[src/cu_cfg_pkg.sv]
////////////////////////////////////////
// Sizing of the vertex CU read path.
// Holds the CU count, CU id width and burst
// buffer sizing, taken by scoped names.
////////////////////////////////////////

package cu_cfg_pkg;

	// Vertex compute units on the arbiter
	localparam int num_cu     = 4;
	localparam int cu_id_bits = 2;

	// Id of the highest CU, the round-robin start point after reset
	localparam logic [cu_id_bits-1:0] last_cu_id = cu_id_bits'(num_cu - 1);

	// Burst command FIFO
	localparam int cmd_buffer_depth    = 16;
	localparam int cmd_buffer_alfull   = 14;
	localparam int cmd_buffer_ptr_bits = $clog2(cmd_buffer_depth);

endpackage
[src/mem_cmd_pkg.sv]
////////////////////////////////////////
// Memory command and response formats.
// Opcode and status encodings plus the
// structs passed between CUs, the burst
// buffer and the memory command bus.
////////////////////////////////////////

package mem_cmd_pkg;

	localparam int addr_bits = 32;
	localparam int tag_bits  = 8;

	// Kind of read command
	typedef enum logic [1:0] {
		READ_LINE_SHARED   = 2'd0,
		READ_LINE_NO_ALLOC = 2'd1,
		READ_PREFETCH      = 2'd2
	} mem_opcode_t;

	// Outcome of a read
	typedef enum logic [1:0] {
		RESP_DONE   = 2'd0,
		RESP_FAILED = 2'd1,
		RESP_RETRY  = 2'd2
	} resp_status_t;

	// What a CU offers with its request
	typedef struct packed {
		mem_opcode_t          opcode;
		logic [addr_bits-1:0] address;
		logic [tag_bits-1:0]  tag;
	} cu_command_t;

	// Command on the memory side, stamped with the issuing CU
	typedef struct packed {
		logic                                valid;
		logic [cu_cfg_pkg::cu_id_bits-1:0]   cu_id;
		mem_opcode_t                         opcode;
		logic [addr_bits-1:0]                address;
		logic [tag_bits-1:0]                 tag;
	} mem_command_t;

	typedef struct packed {
		logic                                valid;
		logic [cu_cfg_pkg::cu_id_bits-1:0]   cu_id;
		logic [tag_bits-1:0]                 tag;
		resp_status_t                        status;
	} mem_response_t;

endpackage

[src/response_router.sv]
////////////////////////////////////////
// Read response routing toward the CUs.
// A response is registered and shown one
// cycle later on the CU named by its id.
////////////////////////////////////////

`timescale 1ns/1ps

module response_router (
	input  logic                        clock,
	input  logic                        rstn,
	input  mem_cmd_pkg::mem_response_t  response_in,
	output mem_cmd_pkg::mem_response_t  cu_response [0:cu_cfg_pkg::num_cu-1]
);

	logic [cu_cfg_pkg::num_cu-1:0] route_valid;
	mem_cmd_pkg::mem_response_t    resp_q;

	// One valid per CU from the id decode
	always_ff @(posedge clock or negedge rstn) begin
		if (!rstn) begin
			route_valid <= '0;
		end else begin
			for (int i = 0; i < cu_cfg_pkg::num_cu; i++) begin
				route_valid[i] <= response_in.valid &&
				                  (int'(response_in.cu_id) == i);
			end
		end
	end

	// Shared payload register, unchanged on its way through
	always_ff @(posedge clock) begin
		resp_q <= response_in;
	end

	generate
		for (genvar i = 0; i < cu_cfg_pkg::num_cu; i++) begin : gen_cu_out
			always_comb begin
				cu_response[i]       = resp_q;
				cu_response[i].valid = route_valid[i];
			end
		end
	endgenerate

endmodule

[config.mk]
export PLATFORM = sky130hd
export DESIGN_NAME = response_router
export DESIGN_NICKNAME = d
export VERILOG_FILES = /design/src/cu_cfg_pkg.sv /design/src/mem_cmd_pkg.sv /design/src/response_router.sv
export SDC_FILE = /design/constraint.sdc
export NUM_CORES = 1
export LEC_CHECK = 0
export BUFFER_PORTS_ARGS = -buffer_cell sky130_fd_sc_hd__clkbuf_2
export CAP_MARGIN = 30
export CELL_PAD_IN_SITES_DETAIL_PLACEMENT = 1
export CELL_PAD_IN_SITES_GLOBAL_PLACEMENT = 2
export CORE_MARGIN = 2
export CORE_UTILIZATION = 17
export DETAILED_ROUTE_END_ITERATION = 7
export HOLD_SLACK_MARGIN = 0.15
export PLACE_DENSITY = 0.76
export SLEW_MARGIN = 20
export SYNTH_ARGS = -nofsm -noshare
export SYNTH_HDL_FRONTEND = slang
export SYNTH_SLANG_ARGS = --single-unit
[constraint.sdc]
create_clock -name clock -period 0.8 [get_ports clock]
set_clock_uncertainty 0.05 [all_clocks]
set_input_delay 0.16 -clock clock [delete_from_list [all_inputs] [get_ports clock]]
set_output_delay 0.16 -clock clock [all_outputs]
set_load 0.01 [all_outputs]
==> impl_metrics.py <==
metrics = {
    "cts": {
        "cts_htree_levels": 1,
        "clockBufferDepth": 2,
        "clk_pin_slew_ns": 0.07,
        "tritoncts": "built",
        "cts_buffers": 3,
        "clock-sinks": 16,
        "cts_hold_repair.buffers": 13,
        "cts_setup_buffers": 0,
        "cts_root_buffer": "clkbuf_8",
    },
    "floorplan": {
        "initial_core_util_pct": 17.7,
        "io_pins": 67,
        "core-area_sq_um": 3660,
        "fp.dieH_microns": 65.7,
        "num_rows": 22,
        "die_w_microns": 65.7,
        "dieArea_sq_um": 4320,
    },
    "logic_synthesis": {
        "synth_simple_gate_area_share_pct": 5.79,
        "synth_cells": 56,
        "synth_compound_area_share_pct": 0,
        "syn_area_sq_um": 648,
        "synth_xor_xnor_area_share_pct": 0,
        "synth_fp_nets": 71,
        "syn_area_per_cell_sq_um": 11.6,
        "yosys_warnings": 0,
        "seq_area_frac_synth_pct": 52.5,
        "synth_cell_type_count": 6,
        "synthMuxAreaShare_pct": 0,
        "ys_seq_elements": 16,
        "synth_top_family_by_area": "buffers and inverters",
        "synth-adder-area-share_pct": 0,
    },
    "pwr": {
        "vdd_drop_max_mv": 0.583,
        "power_density_nw_per_um2": 1770,
        "power.leakage_nw": 0.566,
    },
    "placement": {
        "place.gp.congestion": 0.642,
        "pre_cts_ws_ns": 0.0559,
        "dp_hpwl_mm": 1.18,
        "place_area_sq_um": 768,
        "io_buffers": 66,
    },
    "route": {
        "drc_errors": 0,
        "wirelength_mm": 1.55,
        "vias": 487,
        "via_per_inst": 3.27,
        "drt_iter0_markers": 3,
        "ant_nets": 0,
        "wl_per_cell_microns": 10.4,
        "first_pass_iters": 2,
    },
    "timing": {
        "maxSlewViolCount": 0,
        "fin_crit_ns": 0.942,
        "tightest_slew_ns": 0.122,
        "finalHoldViolations": 0,
        "slew-limit-headroom_pct": 91.8,
        "finalSetupViolCount": 52,
        "final.setup.worst_slack_ns": -0.142,
        "rsz0062_at_grt": "yes",
        "fin_setup_tns_ns": -6.72,
        "fmax_ghz": 1.06,
        "finalCritPeriodShare_pct": 118,
    },
    "worst_setup_path": {
        "cp.required_ns": 0.59,
        "crit_chain": "buf_6",
        "endpoint_kind": "output pin",
        "slowest_stage": "dfxtp_4",
        "path_delay_family": "flip-flops",
        "slowest_delay_ns": 0.38,
        "crit_path_max_fanout": 4,
        "start_kind": "register",
        "worstPathBufferInverterCount": 1,
        "crit_arrival_ns": 0.73,
        "path_class": "register to output pin",
    },
    "run_status": {
        "violations": "negative setup slack",
        "outcome": "finished with violations",
    },
    "job": {
        "maxCapViolCount": 0,
    },
    "cells_and_area": {
        "area_delta_synth_final_pct": 69.5,
        "nFillCells": 434,
        "final_core_util_pct": 30.0,
        "antenna-diode-count": 0,
        "fin_area_sq_um": 1100,
        "nets": 117,
        "drive_gt1_share_pct": 83.2,
    },
    "global_route": {
        "antenna_found_initial": 0,
        "track_usage_pct": 6.82,
        "grt_pass1_vias": 497,
        "grt_max_degree": 10,
        "overflow": 0,
        "grt_pass1_wl_mm": 2.17,
    },
    "min_path": {
        "hold_path_class": "primary input to register",
    },
}
## per-stage QoR
| step | hold WS (ns) | cells | total power, W |
|---|---|---|---|
| floorplan | -0.186 | 56 | 0.00110 |
| global placement | -0.0879 | 134 | 0.00114 |
| detailed placement | -0.0829 | 134 | 0.00114 |
| CTS | 0.144 | 151 | 0.00194 |
| global route | 0.0485 | 149 | 0.00206 |
| finish | 0.0373 | 149 | 0.00194 |
## registers in the layout, indices dropped and copies added, names as in the netlist
register and count:
cu_response 12, route_valid 4
## Yosys cell counts, drive strengths merged
library cell | count | area (sq um)
dfxtp | 12 | 240
nor3b | 1 | 12.5
dfrtp | 4 | 100
buf | 36 | 270
and3b | 2 | 17.5
and3 | 1 | 7.51
## per-layer routing
| metal | part of all wire [%] | up-vias | track usage [%] |
|---|---|---|---|
| li1 | - | 226 | - |
| met4 | 0.52 | 0 | 2.34 |
| met5 | 0 | - | 0 |
| met2 | 60 | 34 | 14.0 |
| met1 | 31 | 225 | 5.77 |
| met3 | 8.5 | 2 | 2.57 |
## power by group
part / switching [W] / internal [W] / total [W] / leakage [nW]
combinational: 0.000145 / 0.000215 / 0.000360 / 0.380
clock: 0.000271 / 0.000436 / 0.000706 / 0.0288
sequential: 0.0000403 / 0.000836 / 0.000876 / 0.157
total: 0.000456 / 0.00149 / 0.00194 / 0.566
## cell usage in the layout, fill, tap and decap left out
| cell type | instances |
|---|---|
| buf_8 | 1 |
| and3_2 | 1 |
| buf_2 | 27 |
| clkbuf_8 | 4 |
| dlygate4sd3_1 | 11 |
| dfxtp_4 | 6 |
| clkbuf_2 | 18 |
| buf_6 | 20 |
| dfrtp_1 | 4 |
| nor3b_2 | 1 |
| dfxtp_2 | 6 |
| and3b_1 | 2 |
## cell families after synthesis
kind of cell | count (synthesis)
buffers and inverters | 36
DFF | 16
and+or+nand+nor | 4
## final timing paths
path,start,end,slack (ns),cells after the start
setup / recovery,cu_response[8]$_DFF_P_,cu_response[21],-0.14,1
hold / removal,response_in[11],cu_response[11]$_DFF_P_,0.04,1
max in group asynchronous,rstn,route_valid[1]$_DFF_PN0_,0.37,2
min in group asynchronous,rstn,route_valid[3]$_DFF_PN0_,0.22,2
## what timing repair did
item | CTS | global route
hold endpoints to repair | 18 | 3
pin swaps | 0 | 1
endpoints found under the setup margin | 52 | 54
gates resized for setup | 13 | 74
## cell type report
| type | count | area, sq um | area share (%) |
|---|---|---|---|
| flip-flops and latches | 16 | 370 | 33.7 |
| well taps | 48 | 60.1 | 5.47 |
| multi-input cells | 4 | 37.5 | 3.42 |
| repair buffers | 77 | 576 | 52.4 |
| clock buffers | 4 | 55.1 | 5.01 |
Power figures use the tool's default switching activity.
