File: src/cu_cfg_pkg.sv
////////////////////////////////////////
// Sizing of the vertex CU read path.
// Holds the CU count, CU id width and burst
// buffer sizing, taken by scoped names.
////////////////////////////////////////

package cu_cfg_pkg;

	// Vertex compute units on the arbiter
	localparam int num_cu     = 4;
	localparam int cu_id_bits = 2;

	// Id of the highest CU, the round-robin start point after reset
	localparam logic [cu_id_bits-1:0] last_cu_id = cu_id_bits'(num_cu - 1);

	// Burst command FIFO
	localparam int cmd_buffer_depth    = 16;
	localparam int cmd_buffer_alfull   = 14;
	localparam int cmd_buffer_ptr_bits = $clog2(cmd_buffer_depth);

endpackage
File: src/mem_cmd_pkg.sv
////////////////////////////////////////
// Memory command and response formats.
// Opcode and status encodings plus the
// structs passed between CUs, the burst
// buffer and the memory command bus.
////////////////////////////////////////

package mem_cmd_pkg;

	localparam int addr_bits = 32;
	localparam int tag_bits  = 8;

	// Kind of read command
	typedef enum logic [1:0] {
		READ_LINE_SHARED   = 2'd0,
		READ_LINE_NO_ALLOC = 2'd1,
		READ_PREFETCH      = 2'd2
	} mem_opcode_t;

	// Outcome of a read
	typedef enum logic [1:0] {
		RESP_DONE   = 2'd0,
		RESP_FAILED = 2'd1,
		RESP_RETRY  = 2'd2
	} resp_status_t;

	// What a CU offers with its request
	typedef struct packed {
		mem_opcode_t          opcode;
		logic [addr_bits-1:0] address;
		logic [tag_bits-1:0]  tag;
	} cu_command_t;

	// Command on the memory side, stamped with the issuing CU
	typedef struct packed {
		logic                                valid;
		logic [cu_cfg_pkg::cu_id_bits-1:0]   cu_id;
		mem_opcode_t                         opcode;
		logic [addr_bits-1:0]                address;
		logic [tag_bits-1:0]                 tag;
	} mem_command_t;

	typedef struct packed {
		logic                                valid;
		logic [cu_cfg_pkg::cu_id_bits-1:0]   cu_id;
		logic [tag_bits-1:0]                 tag;
		resp_status_t                        status;
	} mem_response_t;

endpackage

File: src/read_command_buffer.sv
////////////////////////////////////////
// Burst FIFO for gathered read commands.
// Requests the memory command bus while it
// holds entries and pops one per counted
// grant onto command_out for one cycle.
////////////////////////////////////////

`timescale 1ns/1ps

module read_command_buffer (
	input  logic                       clock,
	input  logic                       rstn,
	input  mem_cmd_pkg::mem_command_t  gathered,
	output logic                       almost_full,
	input  logic                       bus_alfull,
	input  logic                       bus_grant,
	output logic                       bus_request,
	output mem_cmd_pkg::mem_command_t  command_out
);

	mem_cmd_pkg::mem_command_t fifo_mem [0:cu_cfg_pkg::cmd_buffer_depth-1];

	logic [cu_cfg_pkg::cmd_buffer_ptr_bits-1:0] wr_ptr;
	logic [cu_cfg_pkg::cmd_buffer_ptr_bits-1:0] rd_ptr;
	logic [cu_cfg_pkg::cmd_buffer_ptr_bits:0]   count;
	logic [cu_cfg_pkg::cmd_buffer_ptr_bits:0]   count_next;
	logic                                       push;
	logic                                       pop;
	logic                                       out_valid;
	mem_cmd_pkg::mem_command_t                  head_q;

	assign push = gathered.valid;

	// Grant counts only against our own request and a bus with room
	assign pop = bus_grant && bus_request && !bus_alfull;

	assign count_next  = count + push - pop;
	assign almost_full = (count >= cu_cfg_pkg::cmd_buffer_alfull);

	////////////////////////////////////////
	// Pointers, fill level, bus request
	////////////////////////////////////////

	always_ff @(posedge clock or negedge rstn) begin
		if (!rstn) begin
			wr_ptr      <= '0;
			rd_ptr      <= '0;
			count       <= '0;
			bus_request <= 1'b0;
			out_valid   <= 1'b0;
		end else begin
			if (push) begin
				wr_ptr <= wr_ptr + 1'b1;
			end
			if (pop) begin
				rd_ptr <= rd_ptr + 1'b1;
			end
			count <= count_next;
			// Uses the level after this edge so a grant never hits an empty FIFO
			bus_request <= (count_next != '0) && !bus_alfull;
			out_valid   <= pop;
		end
	end

	// Storage and output payload
	always_ff @(posedge clock) begin
		if (push) begin
			fifo_mem[wr_ptr] <= gathered;
		end
		if (pop) begin
			head_q <= fifo_mem[rd_ptr];
		end
	end

	always_comb begin
		command_out       = head_q;
		command_out.valid = out_valid;
	end

endmodule

File: config.mk
export PLATFORM = sky130hd
export DESIGN_NAME = read_command_buffer
export DESIGN_NICKNAME = d
export VERILOG_FILES = /design/src/cu_cfg_pkg.sv /design/src/mem_cmd_pkg.sv /design/src/read_command_buffer.sv
export SDC_FILE = /design/constraint.sdc
export NUM_CORES = 1
export LEC_CHECK = 0
export BUFFER_PORTS_ARGS = -buffer_cell sky130_fd_sc_hd__buf_4
export CORE_ASPECT_RATIO = 1.2
export CORE_MARGIN = 5
export CORE_UTILIZATION = 60
export CTS_CLUSTER_SIZE = 40
export DETAILED_ROUTE_END_ITERATION = 8
export PLACE_DENSITY = 0.77
export SETUP_SLACK_MARGIN = 0.4
export SLEW_MARGIN = 0
export SYNTH_ARGS = -nofsm -noshare
export SYNTH_HDL_FRONTEND = slang
export SYNTH_SLANG_ARGS = --single-unit
File: constraint.sdc
create_clock -name clock -period 6.9 [get_ports clock]
set_input_delay 0.345 -clock clock [delete_from_list [all_inputs] [get_ports clock]]
set_output_delay 0.345 -clock clock [all_outputs]
set_load 0.01 [all_outputs]
==> impl_metrics.tcl, run 1 <==
set metrics [dict create \
    switching_share_pct 28.0 \
    dp_hpwl_um 27700 \
    grt_use_total_pct 24.0 \
    avgRoutedWirePerCell_um 30.7 \
    die_x_um 209 \
    finalCritPeriodShare_pct 46.5 \
    ir_worst_vdd_mv 0.382 \
    crit_path_start_kind "primary input" \
    combPwrFrac_pct 24.3 \
    p_sw_mw 3.64 \
    maxSlewHeadroom_pct 23.9 \
    dp_slack_ns 3.64 \
    crit_required_ns 7.37 \
    yosysSeqAreaShare_pct 80.2 \
    die_area_um2 52000 \
    cts-buffers-inserted 70 \
    hold_path_class "in -> reg" \
    via_per_inst 6.54 \
    clk_latency_ns 0.60 \
    grt_antenna_before_repair 1 \
    arrival_ns 3.68 \
    min_period_ns 3.21 \
    syn_area_um2 28500 \
    initialDrtViolationCount 1532 \
    firstDrtPassIters 5 \
    worst_pin_slew_ns 1.14 \
    grt_start_max_net_pins 172 \
    synth_area_per_cell_um2 23.4 \
    path_class "in -> reg" \
    cts_sinks 763 \
    final_layout_size_suffix_gt1_share_pct 29.8 \
    finalSetupViolations 0 \
    antenna_cells 0 \
    pwr-share-seq_pct 46.0 \
    fp-row-count 87 \
    skew_ns 0.0202 \
    status "completed" \
    htree_levels 3 \
    clockPowerShare_pct 29.7 \
    fin_cells 2021 \
    r2r.worst_path.cells 4 \
    clk_pin_slew_ns 0.06 \
    synth-seq-cells 763 \
    nNetsFinal 1408 \
    hold_path_depth 1 \
    yosys_warnings 0 \
    core_um2 47000 \
    p_int_mw 9.35 \
    final_util_pct 68.7 \
    crit_fanout 50 \
    drcViolationCount 0 \
    slew_viol_final 0 \
    dieHeight_um 249 \
    initial_core_util_pct 60.6 \
    grt_pass1_wl_um 91300 \
    rsz0062_at_grt "false" \
    total_power_mw 13.0 \
    gp_routability_congestion 0.718 \
    cts.root.buffer_cell "clkbuf_16" \
    wl_um 62100 \
    clock.fmax_ghz 0.311 \
    cts_tree "done" \
    fin_tns_setup_ns 0 \
    power.density_nw_per_um2 402 \
    post_cts_resized 0 \
    ioPinCount 96 \
    netlist_instances 1215 \
    hold_viol 0 \
    power.leakage_nw 10.4 \
    setup_ws_ns 3.69 \
    yosys.cell_types.count 29 \
    portBuffers 95 \
    grt_overflow 0 \
    synth.net_count 1278 \
    grt_pass1_vias 13900 \
    end_kind "flop" \
    maxCapViolCount 0 \
    area_delta_synth_final_pct 13.4 \
    route.vias.total 13200 \
    dp_cells 1893 \
    clock_path_buffers 3 \
    antenna_left 0 \
    post_cts_buffers 0 \
]
-- layer usage --
layer | global-route usage [%] | wire, um | vias to the layer above
li1 | - | - | 5401
met1 | 32.9 | 22600 | 6951
met2 | 40.6 | 32600 | 755
met3 | 3.54 | 5330 | 108
met4 | 7.67 | 1590 | 2
met5 | 0 | 7 | -
-- final timing paths --
| check | slack (ns) | start | endpoint |
|---|---|---|---|
| setup / recovery | 3.69 | bus_alfull | bus_request |
| hold / removal | 0.05 | gathered[1] | fifo_mem[4][1] |
| setup reg to reg | 3.81 | rd_ptr[0] | command_out[37] |
| hold reg to reg | 0.56 | wr_ptr[0] | wr_ptr[0] |
| max in group asynchronous | 6.52 | rstn | rd_ptr[0] |
| min in group asynchronous | 0.16 | rstn | count[3] |
-- critical path, cell delays in order --
cell and delay, ns:
dlygate4sd3_1 0.54, buf_4 0.13, inv_1 0.06, and3_2 0.17, buf_4 0.75, ha_1 0.38
inv_1 0.05, ha_1 0.18, fa_1 0.44, or3_1 0.38, o31a_1 0.24
-- per-stage QoR --
stage	hold slack [ns]	instance area, um^2
floorplan	0.0494	28500
global placement	0.216	30000
detailed placement	0.221	30000
CTS	0.0151	32300
global route	0.0423	32300
finish	0.0491	32300
-- cells by family (layout without fill, tap and decap cells) --
logic type,count (synthesis),count (layout),share of synthesized area [%]
adder cells (fa/ha/maj),14,14,0.641
flip-flops,763,763,80.2
XOR/XNOR,9,9,0.277
AO/OA/AOI/OAI,95,95,2.47
buffers and inverters,74,257,1.29
AND/OR/NAND/NOR,83,83,1.21
multiplexers,177,177,14.0
-- area by class of cell --
type,count,area (um^2)
clock buffer,84,1800
multi-input combinational,378,5430
inverter,10,37.5
clock inverter,41,477
timing repair buffer,122,948
tap,623,779
sequential,763,22800
fill,2743,14700
-- synth_stat cells (all sizes together) --
library cell  number  area [um^2]
fa                 1         20.0
edfxtp           748        22500
or3                1         6.26
nand4              2         12.5
clkbuf            29          109
nor3               2         10.0
a21oi              3         15.0
and2               1         6.26
and3               1         6.26
xnor2              6         52.6
nand2b             5         31.3
nor2              15         56.3
mux2               1         11.3
o31a               1         8.76
ha                13          163
xor2               3         26.3
a21o               2         15.0
nand2             53          199
buf               35          221
o21ai              1         5.00
mux4             176         3960
dfrtp             15          375
a22oi             88          661
nor2b              2         12.5
inv               10         37.5
nand3              1         5.00
-- sequential cells by signal, indices dropped and copies added, names as in the netlist --
register,flops
bus_request,1
command_out,44
wr_ptr,4
rd_ptr,4
out_valid,1
count,5
fifo_mem,704
-- cell usage in the layout, fill, tap and decap left out, types with 2 or more instances in the layout --
cell type	n
a21o_1	2
a21oi_1	3
a22oi_1	88
buf_12	2
buf_4	117
bufinv_16	9
clkbuf_1	14
clkbuf_16	70
clkinv_1	13
clkinv_2	11
clkinv_8	3
dfrtp_1	13
dfrtp_4	2
dlygate4sd3_1	3
edfxtp_1	748
ha_1	13
inv_1	10
inv_6	3
mux4_2	176
nand2_1	53
nand2b_1	5
nand4_1	2
nor2_4	15
nor2b_4	2
nor3_2	2
xnor2_1	6
xor2_1	3
-- power groups by stage --
stage / logic [mW] / registers [mW] / clock network, mW
2_1_floorplan: 2.33 / 5.93 / 0
3_3_place_gp: 3.07 / 6.03 / 0
3_5_place_dp: 3.14 / 6.07 / 0
4_1_cts: 3.18 / 5.99 / 3.91
5_1_grt: 3.38 / 6.02 / 4.11
6_report: 3.15 / 5.98 / 3.86
-- what timing repair did --
item / in CTS / in global routing
setup endpoints to repair: 0 / 0
hold buffers: 3 / 0
endpoints found under the hold margin: 17 / 0
Power figures use the tool's default switching activity.
==> run 2: changes to the inputs <==
==> constraint.sdc (replaced) <==
create_clock -name clock -period 3.2 [get_ports clock]
set_input_delay 0.16 -clock clock [delete_from_list [all_inputs] [get_ports clock]]
set_output_delay 0.16 -clock clock [all_outputs]
set_load 0.01 [all_outputs]
==> run 2 against run 1 <==
Flip-flop and latch count unchanged. Final area rose by 2.1%. Routed wire length fell by 1.4%. Largest power group unchanged. Register-to-register slack got worse by 3.0 ns. Clock skew up 0.011 ns. Critical path type is now reg -> reg. Via count is 0.64% higher. Utilization is 1.5 points higher. Critical endpoint unchanged.
==> impl_metrics.tcl, run 2 (synthesis results as in run 1) <==
set metrics [dict create \
    status "completed" \
    via_per_inst 6.40 \
    maxSlewHeadroom_pct 39.9 \
    final_cell_mix "748 x edfxtp_1, 176 x mux4_2, 107 x buf_4" \
    cts.root.buffer_cell "clkbuf_16" \
    wl_um 61200 \
    grt_pass1_wl_um 91900 \
    timing.rr.start "bus_request" \
    layout_commonest_cell "edfxtp_1" \
    cp_slowest_cell "fa_1" \
    r2r_end "bus_request" \
    final_util_pct 70.2 \
    drcViolationCount 0 \
    finalCritPeriodShare_pct 75.0 \
    grt_overflow 0 \
    hold_viol 0 \
    top_register "fifo_mem" \
    die_area_um2 52000 \
    hold_path_class "in -> reg" \
    cts-buffers-inserted 69 \
    final_layout_size_suffix_gt1_share_pct 29.6 \
    firstDrtPassIters 7 \
    clk_pin_slew_ns 0.06 \
    portBuffers 95 \
    initialDrtViolationCount 1572 \
    ioPinCount 96 \
    core_um2 47000 \
    nNetsFinal 1463 \
    dpl-instance-area_um2 30400 \
    r2r.worst_path.cells 9 \
    path_class "reg -> reg" \
    total_power_mw 27.9 \
    initial_core_util_pct 60.6 \
    min_period_ns 2.40 \
    dp_cells 1904 \
    post_cts_resized 0 \
    ir_worst_vdd_mv 0.701 \
    worstPathCellList "and3_2, ha_1, inv_1, ha_1, fa_1, a21o_1, a21oi_1, xnor2_1, o31a_1" \
    fin_tns_setup_ns 0 \
    htree_levels 3 \
    largest_reg_flops 704 \
    area_delta_synth_final_pct 15.8 \
    worst_pin_slew_ns 0.902 \
    crit_path_start_kind "flop" \
    antenna_left 0 \
    setup_ws_ns 0.800 \
    cts_sinks 763 \
    finalSetupViolations 0 \
    fin_cells 2078 \
    fin_area_um2 33000 \
    max_stage_delay_ns 0.43 \
    maxCapViolCount 0 \
    gp_routability_congestion 0.724 \
    crit_fanout 2 \
    grt_use_total_pct 23.9 \
    fp-row-count 87 \
    die_x_um 209 \
    avgRoutedWirePerCell_um 29.5 \
    clock.fmax_ghz 0.417 \
    dp_hpwl_um 29900 \
    grt_start_max_net_pins 67 \
    dp_slack_ns 0.786 \
    crit_required_ns 3.65 \
    crit_top_cell "ha_1" \
    clk_latency_ns 0.60 \
    rsz0062_at_grt "false" \
    dieHeight_um 249 \
    route.vias.total 13300 \
    grt_pass1_vias 14300 \
    grt_antenna_before_repair 3 \
    post_cts_buffers 0 \
    power.density_nw_per_um2 846 \
    arrival_ns 2.85 \
    timing.hold.ws_ns 0.315 \
    cts_tree "done" \
    endpoint "bus_request" \
    end_kind "flop" \
    slew_viol_final 0 \
    skew_ns 0.0312 \
    r2r_slack_ns 0.80 \
    crit_start "bus_request" \
    clock_path_buffers 3 \
    power.leakage_nw 10.7 \
]
run 2: cell types whose count changed in the layout (fill, tap and decap cells not counted), moves of 4 or more:
cell           before  now
clkinv_1           13   17
buf_4             117  107
bufinv_16           9    3
clkbuf_1           14    7
clkinv_2           11   15
dlygate4sd3_1       3   48
buf_12              2   23
run 2: layout make-up:
class,instances,area (um^2)
clock buffer,80,1840
antenna,2,5.00
clock inverter,44,312
tap,623,779
timing repair buffer,178,1740
fill,2720,14000
multi-input combinational,378,5440
sequential,763,22800
inverter,10,37.5
run 2: critical path: cells and delay by family, from the launching register on:
family                   cells  cell delay [ns]
adder cells (fa/ha/maj)      3             0.90
AO/OA/AOI/OAI                3             0.64
flip-flops                   1             0.38
AND/OR/NAND/NOR              1             0.22
XOR/XNOR                     1             0.10
buffers and inverters        1             0.04
run 2: report_power, final:
part / internal (mW) / switching (mW)
Sequential: 12.3 / 0.456
Clock: 4.39 / 3.48
Combinational: 3.32 / 3.98
run 2: worst min path at each step:
stage / startpoint / to / slack (ns) / cells after the start
floorplan: rstn / bus_request / -0.14 / 0
global placement: rstn / count[3] / 0.03 / 1
detailed placement: rstn / count[3] / 0.03 / 1
CTS: bus_grant / count[0] / 0.29 / 5
global route: bus_grant / count[0] / 0.31 / 5
finish: bus_grant / count[0] / 0.32 / 5
run 2: per-layer routing:
metal | GRT usage [%] | up-vias | part of all wire [%]
li1 | - | 5513 | -
met1 | 31.9 | 6929 | 37
met2 | 40.8 | 728 | 53
met3 | 4.08 | 129 | 7.8
met4 | 8.11 | 2 | 2.9
met5 | 0 | - | 0.021
run 2: repair_timing:
item / 4_1_cts / 5_1_grt
setup endpoints to repair: 0 / 0
hold buffers: 48 / 0
hold endpoints to repair: 724 / 0
